## src/common/mem_pkg.sv

```systemverilog
package mem_pkg;

    localparam int unsigned data_w        = 16;         // processor word
    localparam int unsigned addr_w        = 18;         // sram address lines
    localparam int unsigned pc_w          = 16;
    localparam int unsigned num_banks     = 2;
    localparam int unsigned inst_bank     = 1;          // bank that serves fetch
    localparam int unsigned low_limit     = 'h8000;     // bank 0 starts here
    localparam int unsigned com_data_addr = 'hBF00;     // serial data register
    localparam int unsigned com_stat_addr = 'hBF01;     // serial status register

    typedef enum logic
    {
        op_rd = 1'b0,
        op_wr = 1'b1
    } mem_op_e;

    typedef enum logic
    {
        com_idle = 1'b0,
        com_busy = 1'b1
    } com_state_e;

    typedef enum logic [1:0]
    {
        src_bank0    = 2'd0,
        src_bank1    = 2'd1,
        src_com_data = 2'd2,
        src_com_stat = 2'd3
    } rd_src_e;

    // one bank request, as decoded from the processor side
    typedef struct packed
    {
        logic              ce;      // select the chip
        logic              we;      // write cycle
        logic              drive;   // wdata onto the data pins
        logic [addr_w-1:0] addr;
        logic [data_w-1:0] wdata;
    } bank_req_t;

    typedef struct packed
    {
        logic              ce_n;
        logic              oe_n;
        logic              we_n;
        logic [addr_w-1:0] addr;
    } sram_pins_t;

    typedef struct packed
    {
        logic sel;    // serial data access this cycle
        logic we;
        logic stat;   // status read
    } com_req_t;

endpackage

```

## src/design/bank_decoder.sv

```systemverilog
`timescale 1ns/1ps

module bank_decoder
    import mem_pkg::*;
(
    input  logic              en,
    input  mem_op_e           op,
    input  logic [addr_w-1:0] addr,
    input  logic [pc_w-1:0]   pc,
    input  logic [data_w-1:0] data_i,
    output bank_req_t         bank_req [num_banks],
    output com_req_t          com_req,
    output rd_src_e           rd_src,
    output logic              conflict
);

    logic is_stat;
    logic is_com_data;
    logic is_low;
    logic is_high;
    logic is_wr;

    assign is_wr       = (op == op_wr);
    assign is_stat     = en && (addr == addr_w'(com_stat_addr));
    assign is_com_data = en && (addr == addr_w'(com_data_addr));
    assign is_low      = en && (addr < addr_w'(low_limit));   // steals the fetch bank
    assign is_high     = en && !is_low && !is_stat && !is_com_data;

    // fetch bank, data access overrides the program counter
    always_comb
    begin
        if (is_low)
        begin
            bank_req[inst_bank].ce    = 1'b1;
            bank_req[inst_bank].we    = is_wr;
            bank_req[inst_bank].drive = is_wr;
            bank_req[inst_bank].addr  = addr;
        end
        else
        begin
            bank_req[inst_bank].ce    = 1'b1;                 // fetch always reads
            bank_req[inst_bank].we    = 1'b0;
            bank_req[inst_bank].drive = 1'b0;
            bank_req[inst_bank].addr  = addr_w'(pc);          // zero-extended
        end
        bank_req[inst_bank].wdata = data_i;
    end

    // bank 0 also carries the serial byte on its data pins
    always_comb
    begin
        bank_req[0].ce    = is_high;
        bank_req[0].we    = is_high && is_wr;
        bank_req[0].drive = (is_high || is_com_data) && is_wr;   // chip stays off for serial
        bank_req[0].addr  = addr;
        bank_req[0].wdata = data_i;
    end

    assign com_req.sel  = is_com_data;
    assign com_req.we   = is_wr;
    assign com_req.stat = is_stat;

    always_comb
    begin
        if (is_low)
            rd_src = src_bank1;
        else if (is_com_data)
            rd_src = src_com_data;
        else if (is_stat)
            rd_src = src_com_stat;
        else
            rd_src = src_bank0;
    end

    assign conflict = is_low;

endmodule

```

## src/design/mem_ctrl_top.sv

```systemverilog
`timescale 1ns/1ps

module mem_ctrl_top
    import mem_pkg::*;
(
    input  logic              clk_50mhz,
    input  logic              rst_n,

    // processor side
    input  logic              en,
    input  mem_op_e           op,
    input  logic [addr_w-1:0] addr,
    input  logic [data_w-1:0] data_i,
    input  logic [pc_w-1:0]   pc,
    output logic [data_w-1:0] data_o,
    output logic [data_w-1:0] inst,
    output logic              ram_pause,

    // serial device
    input  logic              data_ready,
    input  logic              tbre,
    input  logic              tsre,
    output logic              rdn,
    output logic              wrn,

    // sram chips, split data lines
    input  logic [data_w-1:0] sram_data_in  [num_banks],
    output sram_pins_t        sram_pins     [num_banks],
    output logic [data_w-1:0] sram_data_out [num_banks],
    output logic              sram_data_oe  [num_banks]
);

    bank_req_t         bank_req   [num_banks];
    logic [data_w-1:0] bank_rdata [num_banks];
    com_req_t          com_req;
    rd_src_e           rd_src;
    logic              conflict;
    logic              com_pause;
    logic [data_w-1:0] status;

    bank_decoder u_decoder (
        .en       (en),
        .op       (op),
        .addr     (addr),
        .pc       (pc),
        .data_i   (data_i),
        .bank_req (bank_req),
        .com_req  (com_req),
        .rd_src   (rd_src),
        .conflict (conflict)
    );

    for (genvar i = 0; i < num_banks; i++)
    begin : g_bank
        sram_bank_ctrl u_bank (
            .clk_50mhz (clk_50mhz),
            .bank_req  (bank_req[i]),
            .data_in   (sram_data_in[i]),
            .pins      (sram_pins[i]),
            .data_out  (sram_data_out[i]),
            .data_oe   (sram_data_oe[i]),
            .rdata     (bank_rdata[i])
        );
    end

    serial_port_ctrl u_serial (
        .clk_50mhz  (clk_50mhz),
        .rst_n      (rst_n),
        .com_req    (com_req),
        .data_ready (data_ready),
        .tbre       (tbre),
        .tsre       (tsre),
        .rdn        (rdn),
        .wrn        (wrn),
        .com_pause  (com_pause),
        .status     (status)
    );

    read_mux u_read_mux (
        .bank_rdata (bank_rdata),
        .status     (status),
        .rd_src     (rd_src),
        .conflict   (conflict),
        .com_pause  (com_pause),
        .data_o     (data_o),
        .inst       (inst),
        .ram_pause  (ram_pause)
    );

endmodule

```

## src/design/read_mux.sv

```systemverilog
`timescale 1ns/1ps

module read_mux
    import mem_pkg::*;
(
    input  logic [data_w-1:0] bank_rdata [num_banks],
    input  logic [data_w-1:0] status,
    input  rd_src_e           rd_src,
    input  logic              conflict,    // data access holds the fetch bank
    input  logic              com_pause,
    output logic [data_w-1:0] data_o,
    output logic [data_w-1:0] inst,
    output logic              ram_pause
);

    always_comb
    begin
        case (rd_src)
            src_bank0:
                data_o = bank_rdata[0];
            src_bank1:
                data_o = bank_rdata[1];
            src_com_data:
                data_o = bank_rdata[0];   // serial byte shares the bank 0 lines
            src_com_stat:
                data_o = status;
            default:
                data_o = bank_rdata[0];
        endcase
    end

    // not valid while conflict is high
    assign inst      = bank_rdata[inst_bank];

    assign ram_pause = conflict || com_pause;

endmodule

```

## src/serial_port/serial_port_ctrl.sv

```systemverilog
`timescale 1ns/1ps

module serial_port_ctrl
    import mem_pkg::*;
(
    input  logic              clk_50mhz,
    input  logic              rst_n,
    input  com_req_t          com_req,
    input  logic              data_ready,   // a byte is waiting
    input  logic              tbre,
    input  logic              tsre,
    output logic              rdn,
    output logic              wrn,
    output logic              com_pause,
    output logic [data_w-1:0] status
);

    com_state_e state;
    logic       busy;

    // two-cycle sequence, first cycle pauses the processor
    always_ff @(posedge clk_50mhz or negedge rst_n)
    begin
        if (!rst_n)
        begin
            state <= com_idle;
        end
        else
        begin
            case (state)
                com_idle:
                begin
                    if (com_req.sel)
                        state <= com_busy;
                end
                com_busy:
                begin
                    state <= com_idle;   // access done
                end
                default:
                begin
                    state <= com_idle;
                end
            endcase
        end
    end

    assign busy      = (state == com_busy) && com_req.sel;
    assign com_pause = (state == com_idle) && com_req.sel;

    // read strobe only if the device has something for us
    assign rdn = ~(busy && !com_req.we && data_ready);

    // write strobe in the low clock phase of the second cycle
    assign wrn = ~(busy && com_req.we && !clk_50mhz);

    // flags only show during a status read
    always_comb
    begin
        status = '0;
        if (com_req.stat)
        begin
            status[0] = tbre && tsre;   // ready to send
            status[1] = data_ready;
        end
    end

endmodule

```

## src/sram_bank/sram_bank_ctrl.sv

```systemverilog
`timescale 1ns/1ps

module sram_bank_ctrl
    import mem_pkg::*;
(
    input  logic              clk_50mhz,
    input  bank_req_t         bank_req,
    input  logic [data_w-1:0] data_in,    // from the chip data lines
    output sram_pins_t        pins,
    output logic [data_w-1:0] data_out,
    output logic              data_oe,
    output logic [data_w-1:0] rdata
);

    // control pins are all active low; idle means everything high
    always_comb
    begin
        pins.ce_n = 1'b1;
        pins.oe_n = 1'b1;
        pins.we_n = 1'b1;
        pins.addr = bank_req.addr;

        if (bank_req.ce)
        begin
            pins.ce_n = 1'b0;
            if (bank_req.we)
            begin
                pins.oe_n = 1'b1;          // chip must not drive during write
                pins.we_n = ~clk_50mhz;    // strobe only in the high phase
            end
            else
            begin
                pins.oe_n = 1'b0;          // async read, data same cycle
            end
        end
    end

    // write data, also used for the serial byte on bank 0
    assign data_out = bank_req.wdata;
    assign data_oe  = bank_req.drive;

    // read back whatever sits on the lines, sram or serial device
    assign rdata    = data_in;

endmodule

```

## config.mk

```make
export PLATFORM = sky130hd
export DESIGN_NAME = mem_ctrl_top
export DESIGN_NICKNAME = d
export VERILOG_FILES = /design/src/common/mem_pkg.sv /design/src/design/bank_decoder.sv /design/src/design/mem_ctrl_top.sv /design/src/design/read_mux.sv /design/src/serial_port/serial_port_ctrl.sv /design/src/sram_bank/sram_bank_ctrl.sv
export SDC_FILE = /design/constraint.sdc
export NUM_CORES = 1
export LEC_CHECK = 0
export BUFFER_PORTS_ARGS = -buffer_cell sky130_fd_sc_hd__buf_4
export CORE_MARGIN = 4
export CORE_UTILIZATION = 25
export DETAILED_ROUTE_END_ITERATION = 7
export GPL_TIMING_DRIVEN = 0
export PLACE_DENSITY = 0.85
export REMOVE_ABC_BUFFERS = 1
export SLEW_MARGIN = 30
export SYNTH_ARGS = -nofsm -noshare
export SYNTH_HDL_FRONTEND = slang
export SYNTH_SLANG_ARGS = --single-unit
```

## constraint.sdc

```tcl
create_clock -name clk_50mhz -period 1.9 [get_ports clk_50mhz]
set_input_delay 0.285 -clock clk_50mhz [delete_from_list [all_inputs] [get_ports clk_50mhz]]
set_output_delay 0.285 -clock clk_50mhz [all_outputs]
set_load 0.05 [all_outputs]
```

== Word-level counts from Yosys, hierarchy flattened ==
Index checks and enable logic that the tools add are counted.

* Output and inout bits: 111
* Logic and storage cells: 49
* Bits of input ports: 89
* Register bits after elaboration: 1

* Bitwise gates (word level): 4
* $lt $le $gt $ge: 1
* Reduce and logical (&&, ||, !) cells: 24
* Eq/ne operators: 5
* Muxes and demuxes: 14

{| class="wikitable"
|+ Operators with widths
! operator !! count
|-
| case mux 16 bit (3 select lines) || 1
|-
| equality test 18 x 16 -> 1 bit (second input constant) || 2
|-
| two-way mux 20 bit || 1
|-
| < comparator 18 x 16 -> 1 bit (second input constant) || 1
|-
| logical AND 1 bit || 15
|-
| two-way mux 2 bit || 4
|-
| two-way mux 3 bit || 2
|-
| logical NOT 1 bit || 5
|-
| two-way mux 1 bit || 5
|-
| equality test 2 bit (second input constant) || 2
|-
| inverter 1 bit || 4
|-
| equality test 2 x 1 -> 1 bit (second input constant) || 1
|-
| logical NOT 2 bit || 1
|-
| logical OR 1 bit || 2
|-
| case mux 1 bit (2 select lines) || 1
|-
| OR reduction 2 bit || 1
|}

== Longest topological paths before layout ==
Gate-level depths: netlist (run 1).

* Depth after elaboration: 9
* Depth in mapped cells: 5
* Depth with buffers taken out: 4

== By module ==
From an unflattened synthesis (run 1), not the netlist that was laid out.

* Cells, all modules: 295
* Area, all modules: 2205.9 µm²

{| class="wikitable"
|+ Modules (own cells, without submodules)
! module !! cells each !! area each (µm²) !! seq. area each (µm²) !! times used
|-
| sram_bank_ctrl || 54 || 397.9 || 0.0 || 2
|-
| bank_decoder || 96 || 768.2 || 0.0 || 1
|-
| read_mux || 70 || 471.7 || 0.0 || 1
|-
| serial_port_ctrl || 21 || 170.2 || 25.0 || 1
|}

==> run summary, run 1 <==
Max reg flops: 1
Cell variety after synth: 28
CTS tree: yes
Final ANT Viol Nets: 0
RD Place Congestion: 0.8903
Congestion Overflow GR: 0
Layout cells sized above 1: 74.18%
Clock transition at the registers of the reported paths: 30 ps
WL final: 8311 um
Core area: 4474 um^2
Post-layout nets: 396
F_max: 0.4599 GHz
Port bufs: 148
Post-synth EDFFs: 0
Final count of negative-setup-slack endpoints: 40
Logic pwr share: 59.7%
Clock power share: 38.7%
Count leader, synth: nand2_1
Ant diodes: 0
Hpwl dp: 5476 um
Number of max-cap violations: 0
Via-per-instance ratio: 4.894
Largest register by flop count: u_serial.state
Initial antenna violation count: 0
Post-synth top area share: 45.43%
Slew Viols, Final: 0
Final Hold Fails: 0
Area growth from synthesis to layout: 121.2%
Post-DP Area: 1822 um^2
RSZ-0062 raised after global routing: yes
CP Launch Type: input port
P_sw: 654.8 uW
Biggest regs: u_serial.state x1
Vias in the first global route: 1738
Worst Tran Pin Value: 633.6 ps
Cell Pwr Density: 524.1 nW/um^2
Mean Syn Cell Area: 5.862 um^2
Residual DRC: 0
Area leader, netlist: buf_4
Period minus WS final: 2174 ps
GRT Total Usage: 24.45%
Final Worst Setup Slack: -274.2 ps
Final cycle utilization of the critical path: 114.4%
Iter 0 DRT Violations: 89
Req. time, crit path: 1620 ps
Hold_ws: 279.3 ps
Pleak: 0.001407 uW
Drt first pass iters: 5
I/O pin total: 200
Initial core utilization: 26.59%
Die Area: 5927 um^2
Most common library cells after synthesis: nand2_1, buf_4, o21ai_0
Layer with the highest usage: met2
Register area share after synthesis: 2.103%
Maximum VDD drop: 487.8 uV
Int Pwr: 724.8 uW
Status: complete, but fails checks
Largest net degree at the start of global routing: 16
First-pass GRT wire length: 10650 um
Wire per inst: 23.22 um
Met3 Use GR: 18.38%
Top FF cell, synth: dfrtp_1
Design Area, Final: 2633 um^2
Std-Cell Rows: 24
Hold crit path type: input port to async pin
Synth area leaders: buf_4, nand2_1, o21ai_0
Tot Pwr: 1380 uW
Die X: 76.99 um
Class of the most critical setup path: input port to output port
Slew headroom: 57.60%
Setup WS pre-CTS: -411.0 ps
Asr flop ratio synth: 100.0%
Arrival time worst endpoint: 1890 ps
Post-synthesis register bit count: 1
Failing checks: negative setup slack
Mapped Area: 1190 um^2
GR Layer Usage met2: 43.99%
Die span in y: 76.99 um
CP endpoint kind: output port
Flop pwr share: 1.6%
Clock skew: 0 ps
Vias: 1752
Synth warnings: 0
Worst-path maximum fanout: 7
Met1 usage: 18.63%
Worst skew pair latency: 320 ps
Switch share: 47.46%
Cells after Synth: 203
cells in the final DEF (no fill, tap or decap), types with 3 or more instances in the layout:
master,count
o21ai_0,6
nand2_1,49
buf_8,19
buf_6,30
clkbuf_8,4
nand3_1,3
and2_1,3
o21ai_2,5
nand2_4,8
buf_4,116
nand2_2,19
conb_1,3
nor2_1,3
or2_4,5
power groups by stage:
stage | registers (uW) | clock network (uW) | logic [uW]
after global placement | 21.7 | 36.3 | 683
after CTS | 21.5 | 507 | 754
final | 21.4 | 534 | 824
after global routing | 21.4 | 543 | 856
after floorplan | 21.7 | 27.0 | 261
after detailed placement | 21.7 | 36.3 | 691
critical path, stage by stage:
cell and delay (ps):
buf_6 90, or4_4 540, nor4_4 150, buf_6 170
a31oi_4 80, a221o_2 410, buf_6 160
path summary, 6_finish.rpt:
check / slack (ps) / from / endpoint / cells past startpoint
setup / recovery: -270 / addr[2] / data_o[1] / 7
hold / removal: 280 / rst_n / u_serial.state / 2
setup reg to reg: 1070 / u_serial.state / u_serial.state / 2
hold reg to reg: 720 / u_serial.state / u_serial.state / 2
max in group asynchronous: 1540 / rst_n / u_serial.state / 2
min in group clk_50mhz: 450 / addr[0] / u_serial.state / 3
timing repair:
item | CTS | global route
gates cloned | 4 | 2
endpoints found under the hold margin | 1 | 0
setup buffers | 13 | 6
hold buffers | 1 | 0
pin swaps | 21 | 33
gates resized for setup | 58 | 79
setup endpoints to repair | 43 | 44
layer usage:
layer | share of wire, % | vias to the layer above
li1 | - | 785
met1 | 27 | 810
met2 | 55 | 131
met3 | 16 | 26
met4 | 3.2 | 0
met5 | 0 | -
cell type report:
class	count	area, um^2
flip-flops and latches	1	25.02
repair buffers	166	1551
clock inverters	1	17.52
well taps	52	65.06
multi-input cells	128	844.6
fillers	385	1842
clock buffers	9	125.1
inverters	1	3.754
through the flow:
stage	TNS [ps]	util [%]	cells
after floorplan	-26590	-	126
after global placement	-49410	40.21	326
after detailed placement	-10380	40.72	327
after CTS	-5078	51.43	351
after global routing	-7113	58.84	358
final	-5259	58.84	358
kinds of logic after synthesis:
logic type,count (synthesis),synth area share [%]
AND/OR/NAND/NOR,102,39.43
buffers and inverters,80,48.58
AO/OA/AOI/OAI,19,9.569
flip-flops,1,2.103
other,1,0.3152
No activity file was read; power rests on OpenSTA's default activity.
==> run 2, diff against run 1 <==
Settings changed: CORE_AREA set to 4 4 75 77, CORE_MARGIN 4 to not set, CORE_UTILIZATION 25 to not set, DIE_AREA set to 0 0 79 81, PLACE_DENSITY 0.85 to 0.8.
Clock period 1.9 ns to 2.25 ns, I/O delays scaled along.
==> run 2 against run 1 <==
Effect of this change: the flow still finishes with violations (negative setup slack); core utilization down 17 points; via count down 9.5%; worst setup slack better by 270 ps; power down 29%; cell count down 0.28%; sequential power down 15%; worst hold slack better by 110 ps; clock-buffer cell count down 1; clock skew unchanged; largest power group unchanged; highest routed layer is now met5.
==> run summary, run 2 (synthesized netlist as in run 1, its figures left out) <==
Status: complete, but fails checks
Failing checks: negative setup slack
Arrival time worst endpoint: 1920 ps (+30 ps)
Clock transition at the registers of the reported paths: 30 ps (about the same)
Switch share: 48.74% (+1.3 points)
Die span in y: 81 um (+5.2%)
Hpwl dp: 4627 um (-16%)
Iter 0 DRT Violations: 57 (-36%)
Worst skew pair latency: 300 ps (-20 ps)
Initial antenna violation count: 0 (unchanged)
WL final: 5908 um (-29%)
Hold_ws: 385.0 ps (+105.7 ps)
Residual DRC: 0 (unchanged)
Cell Pwr Density: 466.6 nW/um^2 (-11%)
R2R setup slack: 1530 ps (+460 ps)
Initial core utilization: 23.75% (-2.8 points)
Max reg flops: 1 (unchanged)
Period minus WS final: 2256 ps
Die X: 79 um (+2.6%)
I/O pin total: 200 (unchanged)
Flop pwr share: 1.9% (+0.3 points)
WP buf/inv: 3 (unchanged)
Reg2reg end: u_serial.state
Wire per inst: 16.55 um (-29%)
Final ANT Viol Nets: 0 (unchanged)
Pleak: 0.001158 uW (-18%)
Port bufs: 148 (unchanged)
CP endpoint kind: output port
Crit-path leading delay family: simple AND/OR/NAND/NOR gates
Area growth from synthesis to layout: 76.45%
Final count of negative-setup-slack endpoints: 2 (-95%)
RD Place Congestion: 0.7408 (-17%)
F_max: 0.4433 GHz
CTS tree: yes
Vias in the first global route: 1561 (-10%)
Hold crit path type: input port to async pin
Worst setup path startpoint: addr[5]
Maximum VDD drop: 237.3 uV (-51%)
First-pass GRT wire length: 8066 um (-24%)
Clock skew: 0 ps (unchanged)
Dpl cells: 345 (+5.5%)
Setup WS pre-CTS: -222.2 ps (+188.8 ps)
Slew headroom: 63.08% (+5.5 points)
Layout cells sized above 1: 59.93% (-14 points)
Top cell by count, worst path: buf_6
Commonest cells after routing, fill and taps aside: buf_4, nand2_1, buf_6
RSZ-0062 raised after global routing: yes
CP max stage cell: or4_4
Commonest non-fill, non-tap cell in the layout: buf_4
Max Used Layer: met5
Worst Tran Pin Value: 551.8 ps (-81.84 ps)
Final Worst Setup Slack: -6.004 ps (+268.2 ps)
Int Pwr: 502.2 uW (-31%)
Fin cells: 357 (-0.28%)
Critical Path Max Stage Delay: 530 ps (about the same)
GRT Total Usage: 16.71% (-7.7 points)
DR WL met2: 2999 um (-34%)
Core area: 5010 um^2 (+12%)
Vias: 1585 (-9.5%)
CP Launch Type: input port
Sum Neg Setup Slack: -6.097 ps (+5253 ps)
DRT met1 WL: 1830 um (-17%)
Number of max-cap violations: 0 (unchanged)
Largest register by flop count: u_serial.state
CP Cell Sequence: buf_6, or4_4, nor4_4, buf_6, a31oi_4, a221o_2, buf_8
Std-Cell Rows: 26 (+8.3%)
Die Area: 6399 um^2 (+8.0%)
Class of the most critical setup path: input port to output port
Req. time, crit path: 1910 ps (+290 ps)
Drt first pass iters: 4 (-1)
Final cycle utilization of the critical path: 100.3%
Ant diodes: 0 (unchanged)
Congestion Overflow GR: 0 (unchanged)
P_sw: 477.5 uW (-27%)
Critical Path End: data_o[1]
Path depth of the worst reg2reg path: 2 (unchanged)
Final Hold Fails: 0 (unchanged)
Clock power share: 35.8% (-2.9 points)
Via-per-instance ratio: 4.440 (-9.3%)
Slew Viols, Final: 0 (unchanged)
Logic pwr share: 62.4% (+2.7 points)
Largest net degree at the start of global routing: 31 (+15)
Critical R2R Launch: u_serial.state
Worst-path maximum fanout: 6 (-1)
Post-layout nets: 377 (-4.8%)
Biggest regs: u_serial.state x1
WP depth: 7 (unchanged)
Routed length on met3: 956 um (-26%)
## run 2: timing repair
item	in CTS	in global routing
gates resized for setup	33	9
buffers inserted	3	2
gates cloned	0	0
pin swaps	6	8
endpoints found under the setup margin	24	21
hold buffers	1	0
hold endpoints to repair	1	0
## run 2: worst register-to-register path: cells and delay by family, from the launching register on
| family | cells | cell delay, ps |
|---|---|---|
| and+or+nand+nor | 2 | 250 |
| DFF | 1 | 350 |
## run 2: cell type report
| class | instances | area [um^2] |
|---|---|---|
| multi-input combinational | 124 | 640.6 |
| tap | 70 | 87.58 |
| timing repair buffer | 152 | 1226 |
| sequential | 1 | 25.02 |
| inverter | 1 | 3.754 |
| clock buffer | 8 | 98.84 |
| fill | 528 | 2910 |
| clock inverter | 1 | 17.52 |
## run 2: metrics by stage
step           cell area, um^2  power, uW  utilization [%]
2_1_floorplan            623.1      261.6                -
3_3_place_gp              1822      623.7            36.36
3_5_place_dp              1844      629.7            36.81
4_1_cts                   2072       1024            41.36
5_1_grt                   2100       1026            41.91
6_report                  2100      979.7            41.91
## run 2: worst min path at each step
stage | from | end | slack, ps | depth (start not counted)
after global placement | rst_n | u_serial.state | 110 | 1
after floorplan | rst_n | u_serial.state | 40 | 0
after CTS | rst_n | u_serial.state | 360 | 2
final | rst_n | u_serial.state | 380 | 2
after global routing | rst_n | u_serial.state | 370 | 2
after detailed placement | rst_n | u_serial.state | 120 | 1
## run 2: power by group through the flow
stage          registers (uW)  logic [uW]  clock network (uW)
5_1_grt                  18.1         636                 371
2_1_floorplan            18.3         220                22.8
3_5_place_dp             18.3         581                30.7
3_3_place_gp             18.3         575                30.7
6_report                 18.1         611                 350
4_1_cts                  18.1         606                 400
## run 2: metal layers
metal | up-vias | GRT usage (%)
li1 | 739 | -
met1 | 711 | 15.49
met2 | 123 | 28.11
met3 | 10 | 11.53
met4 | 2 | 6.357
met5 | - | 8.333
